===== src/hw/video_pkg.sv =====
`default_nettype none

package video_pkg;

    // one pixel, red in the top byte
    typedef struct packed {
        logic [7:0] r;
        logic [7:0] g;
        logic [7:0] b;
    } rgb888_t;

    // raw parallel input as it arrives on the pins
    typedef struct packed {
        logic    hsync_n;     // active low
        logic    vsync_n;     // active low
        logic    de;
        rgb888_t pix;
    } video_in_t;

    // aligned stream into the decimator
    typedef struct packed {
        logic    de;
        logic    line_end;    // first cycle after de falls
        logic    frame_start; // first cycle with vsync seen low
        rgb888_t pix;
    } video_beat_t;

endpackage

`default_nettype wire


===== src/hw/video_rx_align.sv =====
`timescale 1ns/1ps
`default_nettype none

module video_rx_align (
    input  logic                   pclk,
    input  logic                   i_rst,
    input  video_pkg::video_in_t   i_video,
    output video_pkg::video_beat_t o_beat
);
    import video_pkg::*;

    logic    vsync_q;       // previous input cycle
    logic    de_q;
    logic    beat_de;
    logic    beat_line_end;
    logic    beat_frame_start;
    rgb888_t beat_pix;

    // edges are found against the previous input cycle
    always_ff @(posedge pclk) begin
        if (i_rst) begin
            vsync_q          <= 1'b1; // idle syncs are high
            de_q             <= 1'b0;
            beat_de          <= 1'b0;
            beat_line_end    <= 1'b0;
            beat_frame_start <= 1'b0;
        end else begin
            vsync_q          <= i_video.vsync_n;
            de_q             <= i_video.de;
            beat_de          <= i_video.de;
            beat_line_end    <= de_q & ~i_video.de;
            beat_frame_start <= vsync_q & ~i_video.vsync_n;
        end
    end

    // pixel payload just follows the input
    always_ff @(posedge pclk) begin
        beat_pix <= i_video.pix;
    end

    assign o_beat = '{
        de:          beat_de,
        line_end:    beat_line_end,
        frame_start: beat_frame_start,
        pix:         beat_pix
    };

    // the decimator counts lines per frame, so active video must stay
    // outside the vertical sync
    a_no_de_in_vsync: assert property (
        @(posedge pclk) disable iff (i_rst)
        !(i_video.de && !i_video.vsync_n)
    ) else $error("de high during vsync");

endmodule

`default_nettype wire


===== config.mk =====
export PLATFORM = sky130hd
export DESIGN_NAME = video_rx_align
export DESIGN_NICKNAME = d
export VERILOG_FILES = /design/src/hw/video_pkg.sv /design/src/hw/video_rx_align.sv
export SDC_FILE = /design/constraint.sdc
export NUM_CORES = 1
export LEC_CHECK = 0
export ABC_AREA = 1
export CORE_MARGIN = 5
export CORE_UTILIZATION = 40
export DETAILED_ROUTE_END_ITERATION = 10
export DONT_BUFFER_PORTS = 1
export GPL_TIMING_DRIVEN = 1
export PLACE_DENSITY = 0.5
export SETUP_SLACK_MARGIN = 0.3
export SLEW_MARGIN = 20
export SYNTH_ARGS = -nofsm -noshare
export SYNTH_HDL_FRONTEND = slang
export SYNTH_SLANG_ARGS = --single-unit

===== constraint.sdc =====
create_clock -name pclk -period 0.8 [get_ports pclk]
set_input_delay 0.12 -clock pclk [delete_from_list [all_inputs] [get_ports pclk]]
set_output_delay 0.12 -clock pclk [all_outputs]
set_load 0.02 [all_outputs]

# [After elaboration in Yosys (flattened, before gate mapping)]
# Index checks and enable logic that the tools add are counted.
# W data, S select, Z words.
[word_totals] out_inout_bits=27 input_bits=29 reg_bits=28
[classes] bitwise_logic=4
[ops] op="$and A1 B1 Y1" n=2
[ops] op="$not A1 Y1" n=2

# [Longest topological paths before layout]
[logic_depth] ltp_word=2 ltp_mapped=3

# [Worst setup path before layout]
# OpenSTA, ideal clock, no wires.
[synth_timing] path_type="flip-flop to output port" start="reg beat_de" end="out o_beat[26] in the netlist's numbering" arrival_time_ps=433 path_stages_with_launch=2 path_slack_ps=247 cell_sequence="dfxtp_1 > buf_4"
[synth_lines] element="start: declaration" line="video_rx_align.sv:14" text="logic beat_de;"
[synth_lines] element="start signal: assignment" line="video_rx_align.sv:30" text="beat_de <= i_video.de;"
[synth_lines] element="end: declaration" line="video_rx_align.sv:8" text="output video_pkg::video_beat_t o_beat"
# No word-level cell between the ends.

# [Worst setup path after layout]
[layout_timing] start="reg beat_de" end="out o_beat[26] in the netlist's numbering"
# No word-level cell between the ends.

==> key figures <==
Status
  • Status: finished, violations left
  • Failing checks: negative hold slack, negative setup slack

Finish
  • Most frequent cells in the layout: dfxtp_4 (27), dlygate4sd3_1 (24), nor2_1 (3), clkbuf_4 (3)
  • Final Non-Filler Cells: 80
  • Final net count: 94
  • Final instance area: 991 um2
  • P&R area growth vs syn: 61.0%
  • Share of cells above drive strength 1: 48.4%
  • Most common cell after layout, fill and taps aside: dfxtp_4
  • N_diodes: 0

CTS
  • Hold-fix buffers at CTS: 24
  • CTS Sinks: 28
  • CTS tree: done
  • Clk buf depth: 2
  • Setup Buffers After CTS: 0
  • H-tree depth: 1
  • CTS Root Cell: clkbuf_4
  • CTS Buf Count: 3
  • CTS clk-pin slew, worst paths: 0.13 ns
  • Clock insertion delay at the later pin of the skew report: 0.31 ns

Setup path
  • Reg2reg start: beat_de$_SDFF_PP0_
  • CP Capture Type: output pin
  • CP required: 0.68 ns
  • Critical Path AT: 0.71 ns
  • Worst Setup SP: beat_de$_SDFF_PP0_
  • R2r setup slk: 0.20 ns
  • WP depth: 0
  • Reg2reg end: beat_line_end$_SDFF_PP0_
  • Startpoint types: register
  • Max Fanout on Critical Path: 2
  • Kind of critical path: register to output pin
  • R2r worst-path depth: 2

Hold path
  • HP Class: input port to register
  • WHS Path Cells: 1
  • Min-Delay Endpoint: beat_de$_SDFF_PP0_
  • Min-delay src: i_rst

Floorplanning
  • DIE AREA: 2420 um2
  • Row count: 14
  • Die width: 49.2 um
  • I/O pin cnt: 56
  • Initial Utilization: 41.3%
  • Core box area: 1490 um2
  • Die Height: 49.2 um

Timing
  • RSZ-0062 raised after global routing: yes
  • Final worst slack: -0.0307 ns
  • Final min period: 0.831 ns
  • Final Setup Violations: 27
  • Slew Limit Fails: 0
  • Final worst-path cycle share: 104%
  • Skew final: 0.000193 ns
  • Maximum clock rate: 1200 MHz
  • Final Hold Viols: 4
  • WHS: -0.149 ns
  • Max_slew headroom: 91.6%
  • Tightest Pin Transition: 0.126 ns

Detailed routing
  • Detailed Routing Iterations Pass 1: 2
  • Initial DRC count: 1
  • Avg WL per Cell: 14.2 um
  • Avg Vias per Cell: 4.34
  • Post-route DRC: 0
  • Remaining antenna violation count: 0
  • Vias: 347
  • Total wire length: 1140 um

Place
  • Buffers on Ports: 0
  • Pre-CTS WS: 0.207 ns
  • Gpl congestion: 0.642
  • Cell Area, Placed: 644 um2
  • Dpl cells: 52

Synthesis
  • Post-synth top area share: 91.1%
  • Area leader, netlist: dfxtp_1
  • Syn Area/Cell: 15.8 um2
  • Synth Cell Area: 616 um2
  • Count of cell types in the netlist: 6
  • Yosys warns: 0
  • FF+latch count, synth: 28
  • Ranking of synthesized cells by area: dfxtp_1 (91%), buf_4 (3.7%), nor2_1 (1.8%), inv_1 (1.2%), nand2_1 (1.2%)
  • Sequential share of the synthesized area: 91.1%
  • Post-synth net total: 68
  • Synthesized instance count: 39

Global routing
  • Grt total ovfl: 0
  • First-pass GRT wire length: 1610 um
  • Number of global-route vias before repair: 347
  • Tot GR Track Use: 9.09%
  • Largest net degree at the start of global routing: 16
  • Initial antenna violation count: 0

Power
  • Leakage dissipation: 0.390 nW
  • Peak VDD IR: 1.51 mV
  • Pwr dens: 2300 nW/um2
  • Power, Total: 2.28 mW

Run
  • Maxcap violations: 0
==> how the worst max path moves through the flow <==
stage                                     endpoint  slack [ns]
after global routing                    o_beat[26]       -0.09
after CTS                               o_beat[26]       -0.05
after global placement    beat_line_end$_SDFF_PP0_        0.23
after floorplan                         o_beat[26]        0.26
final                                   o_beat[26]       -0.03
after detailed placement  beat_line_end$_SDFF_PP0_        0.21
==> per-stage QoR <==
step	hold WS, ns	util [%]	TNS [ns]
after floorplan	0.148	-	0
after global placement	0.148	43.3	0
after detailed placement	0.148	43.3	0
after CTS	-0.163	66.6	-1.14
after global routing	-0.186	66.6	-1.91
final	-0.149	66.6	-0.667
==> power breakdown <==
| group | leakage (nW) | internal [mW] | switching [mW] |
|---|---|---|---|
| combinational | 0.123 | 0.0814 | 0.0167 |
| sequential | 0.246 | 1.43 | 0.118 |
| clock | 0.0210 | 0.278 | 0.351 |
| total | 0.390 | 1.79 | 0.485 |
==> state kept, by name (all words and copies together), names as in the netlist <==
signal            count
beat_de               1
beat_frame_start      1
beat_line_end         1
o_beat               24
vsync_q               1
==> kinds of logic (layout without fill, tap and decap cells) <==
| family | Yosys count | after routing | share of synthesized area [%] |
|---|---|---|---|
| flip-flops | 28 | 28 | 91.1 |
| AND/OR/NAND/NOR | 6 | 6 | 4.07 |
| buffers and inverters | 5 | 30 | 4.88 |
==> cell usage after synthesis, drive strengths merged <==
cell   number
dfxtp      28
buf         3
nor2        3
inv         2
nand2       2
or2         1
==> per-layer routing <==
| layer | vias up | wire, um | share of wire (%) | track usage, % |
|---|---|---|---|---|
| met5 | - | 0 | 0 | 0 |
| met4 | 0 | 17 | 1.5 | 5.38 |
| met3 | 2 | 159 | 14 | 6.42 |
| met2 | 26 | 651 | 57 | 15.5 |
| met1 | 157 | 308 | 27 | 7.41 |
| li1 | 162 | - | - | - |
==> area by class of cell <==
cell class | count | area (um2)
clock buffer | 4 | 36.3
fill | 112 | 498
sequential | 28 | 662
multi-input combinational | 6 | 25.0
tap | 16 | 20.0
timing repair buffer | 24 | 240
inverter | 2 | 7.51
==> repair_timing <==
item | CTS | global route
endpoints found under the setup margin | 29 | 29
resized for setup | 29 | 0
hold endpoints to repair | 28 | 4
(Power assumes the default switching activity.)
