===== src/hw/video_pkg.sv =====
`default_nettype none

package video_pkg;

    // one pixel, red in the top byte
    typedef struct packed {
        logic [7:0] r;
        logic [7:0] g;
        logic [7:0] b;
    } rgb888_t;

    // raw parallel input as it arrives on the pins
    typedef struct packed {
        logic    hsync_n;     // active low
        logic    vsync_n;     // active low
        logic    de;
        rgb888_t pix;
    } video_in_t;

    // aligned stream into the decimator
    typedef struct packed {
        logic    de;
        logic    line_end;    // first cycle after de falls
        logic    frame_start; // first cycle with vsync seen low
        rgb888_t pix;
    } video_beat_t;

endpackage

`default_nettype wire


===== src/hw/fb_pkg.sv =====
`default_nettype none

package fb_pkg;

    // wide enough for a 320x180 buffer
    localparam int FB_ADDR_W = 16;

    typedef logic [FB_ADDR_W-1:0] fb_addr_t;

    // single cycle write strobe into the frame buffer
    typedef struct packed {
        logic               we;
        fb_addr_t           addr;
        video_pkg::rgb888_t pix;
    } fb_wr_t;

endpackage

`default_nettype wire


===== src/hw/frame_decimator.sv =====
`timescale 1ns/1ps
`default_nettype none

module frame_decimator #(
    parameter int ACTIVE_COLS = 320,
    parameter int ACTIVE_ROWS = 180,
    parameter int H_DECIM     = 4,
    parameter int V_DECIM     = 4,
    parameter int F_DECIM     = 3
) (
    input  logic                   pclk,
    input  logic                   i_rst,
    input  video_pkg::video_beat_t i_beat,
    output fb_pkg::fb_wr_t         o_wr,
    output logic                   o_frame_start
);
    import video_pkg::*;
    import fb_pkg::*;

    localparam int COL_W = $clog2(ACTIVE_COLS + 1);
    localparam int ROW_W = $clog2(ACTIVE_ROWS + 1);
    localparam int FPH_W = (F_DECIM > 1) ? $clog2(F_DECIM) : 1;
    localparam int VPH_W = (V_DECIM > 1) ? $clog2(V_DECIM) : 1;
    localparam int HPH_W = (H_DECIM > 1) ? $clog2(H_DECIM) : 1;

    localparam logic [COL_W-1:0] COL_END  = COL_W'(ACTIVE_COLS);
    localparam logic [ROW_W-1:0] ROW_END  = ROW_W'(ACTIVE_ROWS);
    localparam logic [FPH_W-1:0] FPH_LAST = FPH_W'(F_DECIM - 1);
    localparam logic [VPH_W-1:0] VPH_LAST = VPH_W'(V_DECIM - 1);
    localparam logic [HPH_W-1:0] HPH_LAST = HPH_W'(H_DECIM - 1);
    localparam fb_addr_t         ROW_STEP = fb_addr_t'(ACTIVE_COLS);

    logic [FPH_W-1:0] frame_ph;
    logic             frame_keep;   // current frame is captured
    logic [VPH_W-1:0] line_ph;
    logic [VPH_W-1:0] line_ph_nxt;
    logic             line_keep;    // current line is captured
    logic [HPH_W-1:0] pix_ph;
    logic [COL_W-1:0] col;          // saturates at ACTIVE_COLS
    logic [ROW_W-1:0] row;
    logic [ROW_W-1:0] row_nxt;
    fb_addr_t         row_base;
    logic             pix_keep;

    logic             wr_we;
    fb_addr_t         wr_addr;
    rgb888_t          wr_pix;
    logic             fs_q;

    assign line_ph_nxt = (line_ph == VPH_LAST) ? '0 : line_ph + 1'b1;
    assign row_nxt     = line_keep ? row + 1'b1 : row;

    // all four rules have to agree
    assign pix_keep = i_beat.de && frame_keep && line_keep &&
                      (pix_ph == '0) && (col < COL_END);

    always_ff @(posedge pclk) begin
        if (i_rst) begin
            frame_ph   <= '0;       // first frame after reset is kept
            frame_keep <= 1'b0;
            line_ph    <= '0;
            line_keep  <= 1'b0;
            pix_ph     <= '0;
            col        <= '0;
            row        <= '0;
            row_base   <= '0;
            wr_we      <= 1'b0;
            fs_q       <= 1'b0;
        end else begin
            wr_we <= pix_keep;
            fs_q  <= i_beat.frame_start && (frame_ph == '0);

            if (i_beat.frame_start) begin
                frame_keep <= (frame_ph == '0);
                frame_ph   <= (frame_ph == FPH_LAST) ? '0 : frame_ph + 1'b1;
                line_ph    <= '0;
                line_keep  <= 1'b1;
                pix_ph     <= '0;
                col        <= '0;
                row        <= '0;
                row_base   <= '0;
            end else if (i_beat.line_end) begin
                line_ph   <= line_ph_nxt;
                line_keep <= (line_ph_nxt == '0) && (row_nxt < ROW_END);
                pix_ph    <= '0;
                col       <= '0;
                if (line_keep) begin
                    row      <= row_nxt;
                    row_base <= row_base + ROW_STEP; // next output row
                end
            end else if (i_beat.de) begin
                pix_ph <= (pix_ph == HPH_LAST) ? '0 : pix_ph + 1'b1;
                if ((pix_ph == '0) && (col < COL_END)) begin
                    col <= col + 1'b1;
                end
            end
        end
    end

    // write payload
    always_ff @(posedge pclk) begin
        if (pix_keep) begin
            wr_addr <= row_base + fb_addr_t'(col);
            wr_pix  <= i_beat.pix;
        end
    end

    assign o_wr = '{
        we:   wr_we,
        addr: wr_addr,
        pix:  wr_pix
    };
    assign o_frame_start = fs_q;

    a_addr_in_frame: assert property (
        @(posedge pclk) disable iff (i_rst)
        o_wr.we |-> (int'(o_wr.addr) < ACTIVE_COLS * ACTIVE_ROWS)
    ) else $error("write beyond the output frame");

    // relies on the input side keeping de out of vsync
    a_fs_not_with_we: assert property (
        @(posedge pclk) disable iff (i_rst)
        !(o_frame_start && o_wr.we)
    ) else $error("frame start together with a write");

endmodule

`default_nettype wire


===== config.mk =====
export PLATFORM = sky130hd
export DESIGN_NAME = frame_decimator
export DESIGN_NICKNAME = d
export VERILOG_FILES = /design/src/hw/video_pkg.sv /design/src/hw/fb_pkg.sv /design/src/hw/frame_decimator.sv
export SDC_FILE = /design/constraint.sdc
export NUM_CORES = 1
export LEC_CHECK = 0
export ABC_CLOCK_PERIOD_IN_PS = 7350
export BUFFER_PORTS_ARGS = -buffer_cell sky130_fd_sc_hd__buf_4
export CELL_PAD_IN_SITES_DETAIL_PLACEMENT = 0
export CELL_PAD_IN_SITES_GLOBAL_PLACEMENT = 2
export CORE_ASPECT_RATIO = 1.25
export CORE_MARGIN = 1
export CORE_UTILIZATION = 37
export DETAILED_ROUTE_END_ITERATION = 16
export GPL_TIMING_DRIVEN = 0
export HOLD_SLACK_MARGIN = 0.08
export PLACE_DENSITY_LB_ADDON = 0.12
export SETUP_SLACK_MARGIN = 0.3
export SLEW_MARGIN = 30
export SYNTH_ARGS = -nofsm -noshare
export SYNTH_HDL_FRONTEND = slang
export SYNTH_SLANG_ARGS = --single-unit

===== constraint.sdc =====
create_clock -name pclk -period 7.35 [get_ports pclk]
set_input_delay 1.47 -clock pclk [delete_from_list [all_inputs] [get_ports pclk]]
set_output_delay 1.47 -clock pclk [all_outputs]
set_load 0.02 [all_outputs]

Word-level counts from Yosys, hierarchy flattened
Cells that the tools add are included.
{"block": "word_totals", "regBits": 83, "latch_bits": 0, "mem_bits_rw": 0, "romBits": 0, "input_bits": 29, "output_inout_bits": 42, "word_cells": 47, "n_memories": 0}
{"block": "op_classes", "add_sub_neg": 7, "n_mul": 0, "div_mod_pow": 0, "n_lt_le_gt_ge": 2, "n_eq_ne": 3, "n_shift": 0, "n_mux": 6, "bitwise": 0, "reduce_logical": 15}
{"op": "adder 16 x 9 -> 16 bit", "count": 1}
{"op": "adder 16 x 9 -> 16 bit (second input constant)", "count": 1}
{"op": "adder 9 x 1 -> 9 bit (second input constant)", "count": 1}
{"op": "< comparator 9 bit (second input constant)", "count": 1}
{"op": "adder 8 x 1 -> 8 bit (second input constant)", "count": 1}
{"op": "< comparator 8 bit (second input constant)", "count": 1}
{"op": "two-way mux 8 bit", "count": 1}
{"op": "logical AND 1 bit", "count": 7}
{"op": "adder 2 x 1 -> 2 bit (second input constant)", "count": 3}
{"op": "== test 2 bit (second input constant)", "count": 3}
{"op": "zero test 2 bit", "count": 3}
{"op": "two-way mux 2 bit", "count": 3}
{"op": "AND reduction 2 bit", "count": 2}
{"op": "OR reduction 3 bit", "count": 1}
{"op": "two-way mux 1 bit", "count": 2}
{"op": "nonzero test 2 bit", "count": 1}
{"op": "OR reduction 2 bit", "count": 1}

Logic depth before layout (Yosys ltp)
Gate-level depths: netlist of run 1.
{"block": "depth", "word_depth": 6, "mapped_depth": 8, "mapped_depth_nobuf": 7}

Worst setup path before layout of run 1
Ideal clock, no wire load.
{"block": "synth_path", "path_kind": "input port to flip-flop", "from": "in i_beat[26] (netlist name)", "to": "reg wr_pix (netlist bit o_wr[0]) (enable)", "setup_time_ns": 0.402, "arrival_ns": 2.881, "required_ns": 6.948, "slack_ns": 4.067, "path_stages": 4, "path_buffers": 1, "cell_sequence": "and2_1 > and2_1 > buf_2 > and3_1"}
{"block": "synth_via", "elab_chain_len": 4}
{"item": "start, declared", "line": "frame_decimator.sv:13", "text": "input video_pkg::video_beat_t i_beat,"}
{"item": "logical AND 1 bit (3 in a row)", "line": "frame_decimator.sv:54", "text": "assign pix_keep = i_beat.de && frame_keep && line_keep &&"}
{"item": "logical AND 1 bit", "line": "frame_decimator.sv:55", "text": "(pix_ph == '0) && (col < COL_END);"}
{"item": "net pix_keep", "line": "frame_decimator.sv:43", "text": "logic pix_keep;"}
{"item": "end signal, assigned", "line": "frame_decimator.sv:104", "text": "wr_pix <= i_beat.pix;"}
{"item": "end, declared", "line": "frame_decimator.sv:47", "text": "rgb888_t wr_pix;"}
The timed path passes the listed nets, and every way through them passes these cells.
A chain may end at the register's enable or synchronous reset.

Final worst setup path of run 1
{"block": "layout_path", "from": "in i_beat[26] (netlist name)", "to": "reg wr_addr[12] (enable)"}
{"block": "layout_via", "elab_chain_len": 4}
{"item": "logical AND 1 bit (3 in a row)", "line": "frame_decimator.sv:54"}
{"item": "logical AND 1 bit", "line": "frame_decimator.sv:55"}
{"item": "net pix_keep", "line": "frame_decimator.sv:43"}
{"item": "end signal, assigned", "line": "frame_decimator.sv:103", "text": "wr_addr <= row_base + fb_addr_t'(col);"}
{"item": "end, declared", "line": "frame_decimator.sv:46", "text": "fb_addr_t wr_addr;"}
The timed path passes the listed nets, and every way through them passes these cells.

==> results list, run 1 <==
- The flow ran to the end, and the final reports show no timing, DRC or antenna violations.
- The critical path in this run is classified as in -> reg.
- The worst path needs 2829 ps of the cycle, external delays included.
- CTS Sinks: 76
- Cell Area, Synth: between 3000 and 4000 sq um
* Die width: 83.26 um
- Number of hold-repair buffers added at the cts stage: 0
- For this design the ratio of total power to cell area is 206.4 nW/um^2.
- Fin area: 3926 sq um
- The worst pin sits at a relative slew slack of approximately 55%.
* Pre-CTS WS: about 4100 ps
* Proportion of layout cells with a drive suffix above 1: between 20% and 30%
- Die H: 103.6 um
- Number of buffer cells added on primary ports: 70
* Peak Freq: between 300 and 400 MHz
- In this run the worst path has a maximum fanout of 26.
- Count of instances resized after the clock tree is built: 0
* Number of warnings printed during yosys synthesis: 0
- The most numerous cell type found on the critical path is and2_1.
- Stage delay of the slowest cell on the critical path: 640 ps
* Mapped Cells: roughly 260
* Critical Path Slowest Stage Cell: and3_2
- Fraction of synthesized cell area taken by the top area cell type: 39.33%
* Post-detailed-routing wire length: 5.818 mm
- Final clock period utilization by the worst path: about two fifths
- For this configuration, the core starts out at a cell density of 38.75%.
* Setup_tns: 0 ps
- Post CTS Setup Buffer Count: 0
- Register Area: 1922 sq um
- Post-detail-place hpwl: 4.148 mm
* FFs w/ async S/R, synth: 0%
* Post-synth top flop: edfxtp_1
- The worst setup path is captured at a flip-flop.
* Total area of multi-input combinational cells: 1067 sq um
- The cell sitting at the root of the clock tree is a clkbuf_8.
* GPL Wtd Cong: 0.7375
- Cell count after placement: 423
- Summing internal, switching and leakage power gives 810.4 uW.
- Final number of setup-violating endpoints: 0
- Post-route insts no fill: approximately 440
* Number of vias per cell after detailed routing: 4.756
- Counting the fill cells in the layout gives 741.
- Iteration count of the initial detailed-routing pass: 4
* Max capacitance violation total: 0
* Tot GR Track Use: 14.52%
- Clock tree from TritonCTS: done
- Series of cell instances along the critical path: buf_4 -> and2_1 -> and2_1 -> buf_2 -> and3_2 -> buf_16
* Data arrival time of the critical path: a little under 3000 ps
* Drc violations: 0
- Number of buffers inserted during clock tree synthesis: 9
- Cell area after placement: 3727 sq um
- Averaged over all synthesized cells, the footprint is 11.88 sq um.
* Distinct cells, synth: 37
- Number of standard-cell rows in the floorplan: 36
- Synthesized Nets: 297
* Kind of launch point of the worst setup path: input port
* Number of storage elements in the synthesis netlist: between 70 and 80
* Most common library cell in the layout ignoring fill and taps: buf_4
- Largest net degree at the start of global routing: 27
- Net total in the final layout: 379
- Sequential cells were found to cover a little over three fifths of the synthesized design area.
* Vias in the first global route: 2053
* Leakage power figure: 1.587 nW
* Class of the tightest hold or removal check: reg -> reg
- # IOs: 71
- Maximum level of the CTS H-tree: 3
* RSZ-0062 raised after global routing: false
- For the final database, setup skew stands at 11.70 ps.
- Of all cell types, the one taking the most synthesized area is edfxtp_1.
- From synthesis to final layout, the design area changed by 28.55%.
- Leading cell types in the layout, fill and taps excluded: buf_4 (72), edfxtp_1 (40), nor2_1 (36), dfxtp_1 (36), nand2_1 (19)
- Clk pin slew, worst setup/hold paths: about 80 ps
- Clock Latency Late Sink: 350 ps
- The number of antenna violations at the first check in global routing is 0.
- The worst-case IR drop observed on VDD is 0.0001035 V.
- In this run the deepest clock path goes through 2 buffers.
- STA puts the critical path data required time at 7420 ps.
- Main area contributors after synthesis: edfxtp_1 (39%), dfxtp_1 (24%), xor2_1 (5.2%)
- Post-route ant nets: 0
* Core outline area: 7883 sq um
- Total die area: 8624 sq um
- The worst path meets setup with between 4000 and 5000 ps of slack.
- Global-route wire length before repair: approximately 10 mm
* Count of pins over their slew limit: 0
- Number of DRC markers after the initial detailed-route iteration: 105
- Summing over every cut layer, the via total after detailed routing is 2088.
- Worst path buffer plus inverter count: 3
* Transition time of the tightest slew-check pin: 669.9 ps
* EDFF count, synth: 40
* Antenna Diode Count: 0
* Detailed-route wire length per cell: 13.25 um
- Global route overflow: 0
- Cell type group with the largest total delay on the critical path: simple AND/OR/NAND/NOR gates
* Hold violation count in the final report: 0
==> metal layers <==
layer	GRT usage (%)	vias to the layer above	wire, um
li1	-	1060	-
met4	7.389	0	133
met3	3.825	11	255
met1	16.09	971	2434
met5	0	-	0
met2	25.41	46	2994
==> final cells by class <==
| cell class | count | share of cell area, % |
|---|---|---|
| Buffer | 10 | 1.307 |
| Clock buffer | 9 | 3.155 |
| Multi-Input combinational cell | 167 | 27.18 |
| Clock inverter | 7 | 1.912 |
| Sequential cell | 76 | 48.95 |
| Timing Repair Buffer | 71 | 14.09 |
| Inverter | 4 | 0.3824 |
| Tap cell | 95 | 3.027 |
==> worst paths after layout <==
kind | slack, ps | cells after the start | from | to
setup / recovery | 4520 | 6 | i_beat[26] | wr_addr[12]$_DFFE_PP_
hold / removal | 470 | 0 | col[3]$_SDFFE_PP0P_ | wr_addr[3]$_DFFE_PP_
setup reg to reg | 5210 | 7 | pix_ph[0]$_SDFFE_PP0P_ | wr_addr[12]$_DFFE_PP_
hold reg to reg | 470 | 0 | col[3]$_SDFFE_PP0P_ | wr_addr[3]$_DFFE_PP_
==> worst reg2reg max path, delay by kind of cell, from the launching register on <==
kind / cells / cell delay [ps]
flops: 1 / 340
buf+inv: 3 / 460
fa+ha+maj: 1 / 130
simple gates: 3 / 920
==> Yosys cell counts (2+ instances only) <==
master and number:
nand2_1 19, o21ai_0 8, xnor2_1 10, inv_1 4, nand3_1 5, buf_2 5
dfxtp_1 36, and2_1 5, and3_1 2, buf_4 2, edfxtp_1 40, a21oi_1 14
or3_1 6, a21o_1 2, nand4_1 6, ha_1 10, clkbuf_1 3, nor2_1 36
nor3_1 5, mux2i_1 4, nand2b_1 2, xor2_1 18
==> registers in the layout, summed over array words and instances (netlist names) <==
register,count
line_keep,1
pix_ph,2
o_wr,24
wr_we,1
row_base,10
o_frame_start,1
line_ph,2
wr_addr,16
frame_ph,2
row,8
col,9
==> report_power, final <==
part	total (mW)	switching, mW	internal [mW]
Sequential	0.453	0.00270	0.450
Combinational	0.0380	0.0183	0.0197
Clock	0.320	0.161	0.158
==> cells by family after synthesis <==
| logic type | Yosys count | synth area share, % |
|---|---|---|
| muxes | 5 | 1.680 |
| adders and majority gates | 11 | 4.752 |
| AOI/OAI and AO/OA | 28 | 5.203 |
| DFF | 76 | 62.92 |
| buffers and inverters | 14 | 2.171 |
| xor gates and xnor gates | 28 | 8.029 |
| and+or+nand+nor | 95 | 15.24 |
==> stage by stage <==
stage               hold WS [ps]  utilization, %
CTS                        477.0           49.81
detailed placement         467.6           47.29
finish                     467.5           49.81
global placement           459.1           46.92
floorplan                  442.3               -
global route               485.8           49.81
Note: power is estimated with default switching activity, not from simulation.
==> run 2: changes to the inputs <==
Settings changed: ABC_AREA set to 1, ABC_CLOCK_PERIOD_IN_PS 7350 to 2700, CORE_UTILIZATION 37 to 33.
Clock period 7.35 ns to 2.7 ns, I/O delays scaled along.
==> run 2 against run 1 <==
  * Cell area increased by 4.3%
  * Synthesized cell count increased by 10%
  * Setup slack got worse by 3800 ps
  * Combinational power increased to 3.2 times the previous value
  * Via count increased by 4.5%
  * Synthesized area increased by 0.86%
  * Sequential share of layout area decreased by 2.0 points
  * Non-clock buffer count decreased by 3
  * Utilization decreased by 4.9 points
  * First-iteration DRC count decreased by 17%
  * Wire length decreased by 2.2%
  * Critical path type is now reg -> reg
==> results list, run 2 <==
* Biggest area consumer among synthesized cells: edfxtp_1 (unchanged)
- Slack of the critical path: 750.7 ps (was 4521 ps)
- Global route overflow: 0 (unchanged)
- Cell Area, Synth: 3080 sq um (was 3054 sq um)
- The CTS root buffer is clkbuf_16 (was clkbuf_8).
- The standard cell core area came to 9125 sq um (was 7883 sq um).
- Fin area: 4095 sq um (was 3926 sq um)
- The number of register bits inferred by synthesis is 76 (unchanged).
- Share of power burned in registers: 49.9% (was 55.9%)
- Clock Latency Late Sink: 330 ps (was 350 ps)
- Post CTS Setup Buffer Count: 0 (unchanged)
- The number of max-capacitance violations reported was 0 (unchanged).
* CTS Sinks: 76 (unchanged)
- Transition time of the tightest slew-check pin: 509.1 ps (was 669.9 ps)
- The required arrival time at the worst endpoint is 2740 ps (was 7420 ps).
- Synthesized Nets: 323 (was 297)
- Number of warnings printed during yosys synthesis: 0 (unchanged)
- The pre-CTS worst setup slack is 654.8 ps (was 4134 ps).
- The worst reg-to-reg setup slack came to 750 ps (was 5210 ps).
- The number of port buffers was 70 (unchanged).
- Maximum level of the CTS H-tree: 3 (unchanged)
* Post-detailed-routing wire length: 5.691 mm (was 5.818 mm)
* Leakage power figure: 1.741 nW (was 1.587 nW)
* Final critical-path required period: 1949 ps
- Post-Route Skew: 4.343 ps (was 11.70 ps)
- EDFF count, synth: 40 (unchanged)
* Number of standard-cell rows in the floorplan: 39 (was 36)
- Cell with the most instances after synthesis: edfxtp_1 (unchanged)
- The post-cts gate resize count is 0 (unchanged).
* Headroom to the max-slew limit: 66.06% (was 55.34%)
* Largest net degree at the start of global routing: 15 (was 27)
- Vias in the first global route: 1968 (was 2053)
- Run status: finished clean (unchanged).
- The horizontal extent of the die was 88.42 um (was 83.26 um).
- Starting density of the core: 33.76% (was 38.75%)
- The clock tree buffer depth came to 2 (unchanged).
* Leading cell types in the layout, fill and taps excluded: buf_4 (72), edfxtp_1 (40), nand2_1 (39) (was buf_4 (72), edfxtp_1 (40), nor2_1 (36), dfxtp_1 (36), nand2_1 (19))
- The clock network fraction of design power is 45.3% (was 39.5%).
- Routed via count: 2181 (was 2088)
* Number of antenna violations at the first check in global routing: 0 (unchanged)
* Post-detail-place hpwl: 4.271 mm (was 4.148 mm)
* Proportion of layout cells with a drive suffix above 1: 27.42% (was 29.36%)
- Path type of the worst setup path: reg -> reg (was in -> reg)
* Clock tree from TritonCTS: done (unchanged)
* Area growth from synthesis to layout: 32.94% (was 28.55%)
- Fraction of power spent switching nets: 20.16% (was 22.49%)
- Tot GR Track Use: 12.69% (was 14.52%)
* Global-route wire length before repair: 9.177 mm (was 9.798 mm)
* # IOs: 71 (unchanged)
* Max FFs per register: 24 (unchanged)
- The logic gate share of total power is 4.8% (was 4.7%).
* Post-synth top flop: edfxtp_1 (unchanged)
- Antenna Diode Count: 0 (unchanged)
* Largest driver fanout on the critical path: 14 (was 26)
- Final number of setup-violating endpoints: 0 (unchanged)
- Cell area after placement: 3812 sq um (was 3727 sq um)
- The synthesized instance count came to 283 (was 257).
- Iteration count of the initial detailed-routing pass: 4 (unchanged)
- The global placer's final weighted congestion was 0.7566 (was 0.7375).
* Data arrival time of the critical path: 1980 ps (was 2900 ps)
- Timing would allow up to roughly 500 MHz.
- Final clock period utilization by the worst path: 72.19%
* Total die area: 9727 sq um (was 8624 sq um)
- The worst supply voltage drop on vdd came to 0.0003665 V (was 0.0001035 V).
- Clk pin slew, worst setup/hold paths: 60 ps (was 80 ps)
- Fraction of synthesized cell area taken by the top area cell type: 38.99% (was 39.33%)
- The post-synthesis async set-or-reset flop share is 0% (unchanged).
- The part of the Yosys area used for sequential elements came to 62.39% (was 62.93%).
- The final layout net count came to 407 (was 379).
* Kind of launch point of the worst setup path: flip-flop (was input port)
* Synth cell count leaders: edfxtp_1 (40), nand2_1 (39), dfxtp_1 (36), nor2_1 (33), inv_1 (32) (was edfxtp_1 (40), dfxtp_1 (36), nor2_1 (36), nand2_1 (19), xor2_1 (18))
- Setup crit end kind: flip-flop (unchanged)
* Post-route ant nets: 0 (unchanged)
* Number of buffers inserted during clock tree synthesis: 9 (unchanged)
- Count of pins over their slew limit: 0 (unchanged)
- The leading cell type in the layout, fill and taps excluded is buf_4 (unchanged).
- RSZ-0062 raised after global routing: false (unchanged).
- Class of the tightest hold or removal check: in -> reg (was reg -> reg)
- The violation count after the first detailed-route iteration is 87 (was 105).
* Drc violations: 0 (unchanged)
* Number of hold-repair buffers added at the cts stage: 0 (unchanged)
- The vertical extent of the die was 110.0 um (was 103.6 um).
* Detailed-route wire length per cell: 11.50 um (was 13.25 um)
- The count of final hold-check violations was 0 (unchanged).
* Int Pwr: 1.989 mW (was 628.1 uW)
- The count of unique library cells instantiated by Yosys is 34 (was 37).
* PwrDens: 608.5 nW/um^2 (was 206.4 nW/um^2)
- The mean instance size in the synthesized netlist is 10.88 sq um (was 11.88 sq um).
- The switching component of the power came to 502.3 uW (was 182.3 uW).
* Main area contributors after synthesis: edfxtp_1 (39%), dfxtp_1 (23%), nand2_1 (4.8%) (was edfxtp_1 (39%), dfxtp_1 (24%), xor2_1 (5.2%))
- The average vias per placed instance is 4.406 (was 4.756).
[run 2: cell families (layout without fill, tap and decap cells)]
| group | count (synthesis) | after routing | share of synthesized area (%) |
|---|---|---|---|
| simple gates | 100 | 100 | 15.60 |
| buf+inv | 37 | 126 | 4.996 |
| fa+ha+maj | 11 | 11 | 4.712 |
| flops | 76 | 76 | 62.39 |
| compound gates | 42 | 42 | 7.474 |
| xor+xnor | 17 | 17 | 4.833 |
[run 2: power by group through the flow]
stage	registers, mW	clock network, mW	logic, mW
after global placement	1.27	0	0.118
after CTS	1.24	1.17	0.123
after detailed placement	1.27	0	0.122
after floorplan	1.27	0	0.0515
final	1.24	1.13	0.120
after global routing	1.24	1.22	0.134
[run 2: worst max-delay path, stage by stage, from the launching register on]
cell and delay (ps):
dfxtp_1 350, o21ai_1 220, nand3_2 260, nor3_4 270
buf_6 210, buf_8 170, buf_8 160
[run 2: layout make-up]
type	instances	area (sq um)
buffer	5	33.78
clock buffer	9	225.2
clock inverter	7	57.56
fill	880	5030
inverter	32	120.1
multi-input combinational	170	1016
sequential	76	1922
tap	123	153.9
timing repair buffer	73	566.8
[run 2: worst paths after layout]
kind                  startpoint                    end  cells past startpoint
max          col[6]$_SDFFE_PP0P_  wr_addr[10]$_DFFE_PP_                      6
min                    i_beat[9]      o_wr[9]$_DFFE_PP_                      1
max reg2reg  col[6]$_SDFFE_PP0P_  wr_addr[10]$_DFFE_PP_                      6
min reg2reg  col[8]$_SDFFE_PP0P_    col[8]$_SDFFE_PP0P_                      2
[run 2: layer usage]
metal	part of all wire, %	routed length (um)	vias up	track usage (%)
li1	-	-	1126	-
met1	43	2454	986	14.81
met2	48	2740	60	20.77
met3	6.3	357	9	3.574
met4	2.4	139	0	7.258
met5	0	0	-	0
[run 2: stage by stage]
stage / hold WS, ps / total power [mW] / TNS [ps] / std cells / util (%)
after floorplan: 443.4 / 1.326 / 0 / 283 / -
after global placement: 459.6 / 1.385 / -2387 / 476 / 41.33
after detailed placement: 470.7 / 1.389 / 0 / 479 / 41.78
after CTS: 374.9 / 2.539 / 0 / 495 / 44.88
after global routing: 374.0 / 2.597 / 0 / 495 / 44.88
final: 387.5 / 2.492 / 0 / 495 / 44.88
==> run 3: changes to the inputs <==
Settings changed: ABC_AREA 1 to 0, ABC_CLOCK_PERIOD_IN_PS 2700 to 2000, CORE_UTILIZATION 33 to 34.
Clock period 2.7 ns to 2 ns, I/O delays scaled along.
==> run 3 against run 2 <==
  * Wire length grew 10%
  * Critical path depth grew 1
  * Global-route usage grew 1.2 points
  * Cell area shrank 0.58%
  * Cell count shrank 4.6%
  * Register-to-register slack lost 380 ps
  * Setup slack lost 380 ps
  * Clock-buffer cell count is the same
  * Sequential share of layout area grew 0.49 points
  * Utilization grew 1.9 points
  * Via count shrank 1.3%
  * Largest power group unchanged
==> results list, run 3 (same netlist as run 1, synthesis figures left out) <==
- Core outline area: 8701 sq um (was 9125 sq um)
- Final critical-path required period: 1631 ps (was 1949 ps)
- The slew at the pin with the worst max-slew slack is 527.5 ps (was 509.1 ps).
- The DRC violation count after routing was 0 (unchanged).
- Tot GR Track Use: 13.85% (was 12.69%)
- The worst slew slack as a fraction of its limit was 64.83% (was 66.06%).
* Number of DRC markers after the initial detailed-route iteration: 52 (was 87)
* Leading cell types in the layout, fill and taps excluded: buf_4 (76), edfxtp_1 (40), nor2_1 (36) (was buf_4 (72), edfxtp_1 (40), nand2_1 (39))
- The starting density of the core is 35.10% (was 33.76%).
- The clock tree buffer depth is 2 (unchanged).
* Count of pins over their slew limit: 0 (unchanged)
- The CTS tree is done (unchanged).
- The flip-flop count of the largest register after layout was 24 (unchanged).
- The total detailed-routing wirelength came to 6.270 mm (was 5.691 mm).
- Post-Route Skew: 6.034 ps (was 4.343 ps)
- The global placer's final weighted congestion is 0.7551 (was 0.7566).
* Hold violation count in the final report: 0 (unchanged)
- The cell type group with the largest total delay on the critical path was compound AO/OA/AOI/OAI gates (was buffers and inverters).
- The number of failing setup endpoints in the final timing report was 0 (unchanged).
- Antenna Diode Count: 0 (unchanged)
* Total die area: 9368 sq um (was 9727 sq um)
- The cell count after placement is 447 (was 479).
* Worst ir drop on vdd: 0.0002564 V (was 0.0003665 V)
- Max capacitance violation total: 0 (unchanged)
- The clock transition time at the flip-flop clock pins of the worst setup and hold paths was 80 ps (was 60 ps).
* Iteration count of the initial detailed-routing pass: 4 (unchanged)
* Global-route wire length before repair: 9.673 mm (was 9.177 mm)
* Cell area after placement: 3735 sq um (was 3812 sq um)
* CTS Sinks: 76 (unchanged)
* Data arrival time of the critical path: 1900 ps (was 1980 ps)
- The number of port buffers is 70 (unchanged).
- Detailed-route wire length per cell: 13.28 um (was 11.50 um)
* Global route overflow: 0 (unchanged)
- The static leakage power came to 1.622 nW (was 1.741 nW).
- Run status: finished clean (unchanged)
- The CTS root buffer is clkbuf_8 (was clkbuf_16).
- The critical path class is reg -> reg (unchanged).
- The maximum number of pins on one net before global-route repair is 22 (was 15).
- The end-of-flow core utilization is 46.79% (was 44.88%).
- Die width: 86.77 um (was 88.42 um)
* Number of standard-cell rows in the floorplan: 38 (was 39)
- Number of buffers inserted during clock tree synthesis: 9 (unchanged)
- The category of the worst setup path capture point is a flip-flop (unchanged).
* Peak Freq: 613.1 MHz (was 513.0 MHz)
- Die H: 108.0 um (was 110.0 um)
- The number of antenna violations at the first check in global routing is 0 (unchanged).
* # IOs: 71 (unchanged)
- Series of cell instances along the critical path: ha_1 -> buf_4 -> a21oi_2 -> nor3_1 -> a211o_1 -> a311o_1 -> o221ai_1 (was o21ai_1 -> nand3_2 -> nor3_4 -> buf_6 -> buf_8 -> buf_8)
* Vias in the first global route: 2010 (was 1968)
- The post-synthesis to final-layout area growth was 33.31% (was 32.94%).
* PwrDens: 749.8 nW/um^2 (was 608.5 nW/um^2)
* Post-route insts no fill: 472 (was 495)
- Stage delay of the slowest cell on the critical path: 350 ps (about the same)
- Data required, critical path: 2270 ps (was 2740 ps)
- The fraction of layout instances using a drive strength above 1 came to 33.24% (was 27.42%).
- The maximum fanout encountered on the critical timing path was 8 (was 14).
- Number of vias per cell after detailed routing: 4.559 (was 4.406)
- Post-route ant nets: 0 (unchanged)
- Maximum level of the CTS H-tree: 3 (unchanged)
- The via total after detailed routing was 2152 (was 2181).
* Final clock period utilization by the worst path: 81.55% (was 72.19%)
- RSZ-0062 raised after global routing: false (unchanged).
* Critical Path Slowest Stage Cell: dfxtp_4 (was dfxtp_1)
- Most common library cell in the layout ignoring fill and taps: buf_4 (unchanged)
- The final setup TNS is 0 ps (unchanged).
* Net total in the final layout: 387 (was 407)
- The cell area after layout was 4071 sq um (was 4095 sq um).
- The clock latency reported for the late side of the worst-skew pair came to 350 ps (was 330 ps).
* Class of the tightest hold or removal check: in -> reg (unchanged)
- Post-detail-place hpwl: 3.954 mm (was 4.271 mm)
- The count of hold-fix buffers inserted at cts came to 0 (unchanged).
* Worst path buffer plus inverter count: 1 (was 3)
- Tightest hold margin: 224.0 ps (was 387.5 ps)
- The kind of launch point of the worst setup path is a flip-flop (unchanged).
run 3: where the power goes:
group / switching, mW / total (mW) / internal (mW)
sequential: 0.0144 / 1.67 / 1.65
clock: 0.546 / 1.23 / 0.686
combinational: 0.0767 / 0.154 / 0.0774
run 3: area by class of cell:
type,instances,area (sq um)
sequential,76,1931
inverter,4,15.01
clock inverter,7,81.33
buffer,10,58.81
fill,831,4629
timing repair buffer,72,540.5
multi-input combinational,174,1171
tap,120,150.1
clock buffer,9,123.9
run 3: layer usage:
| metal | vias up | routed length, um | track usage, % |
|---|---|---|---|
| li1 | 1085 | - | - |
| met1 | 995 | 2751 | 16.75 |
| met2 | 61 | 3032 | 22.22 |
| met3 | 11 | 342 | 3.740 |
| met4 | 0 | 144 | 7.857 |
| met5 | - | 0 | 0 |
run 3: timing repair:
action / 4_1_cts / 5_1_grt
setup endpoints to repair: 48 / 48
pin swaps: 2 / 1
gates cloned: 1 / 6
gates resized for setup: 5 / 18
setup buffers: 0 / 2
run 3: path summary, 6_finish.rpt:
| path | slack (ps) | endpoint | depth (start not counted) | startpoint |
|---|---|---|---|---|
| setup reg to reg | 370 | line_keep$_SDFFE_PP0P_ | 7 | row[0]$_SDFFE_PP0P_ |
| hold reg to reg | 490 | wr_addr[3]$_DFFE_PP_ | 0 | col[3]$_SDFFE_PP0P_ |
| setup / recovery | 370 | line_keep$_SDFFE_PP0P_ | 7 | row[0]$_SDFFE_PP0P_ |
| hold / removal | 220 | o_wr[21]$_DFFE_PP_ | 1 | i_beat[21] |
run 3: stage by stage:
| stage | worst slack [ps] | power [mW] |
|---|---|---|
| 2_1_floorplan | 324.8 | 1.763 |
| 3_3_place_gp | 51.43 | 1.838 |
| 3_5_place_dp | 49.55 | 1.840 |
| 4_1_cts | 220.2 | 3.077 |
| 5_1_grt | 292.5 | 3.182 |
| 6_report | 368.9 | 3.053 |
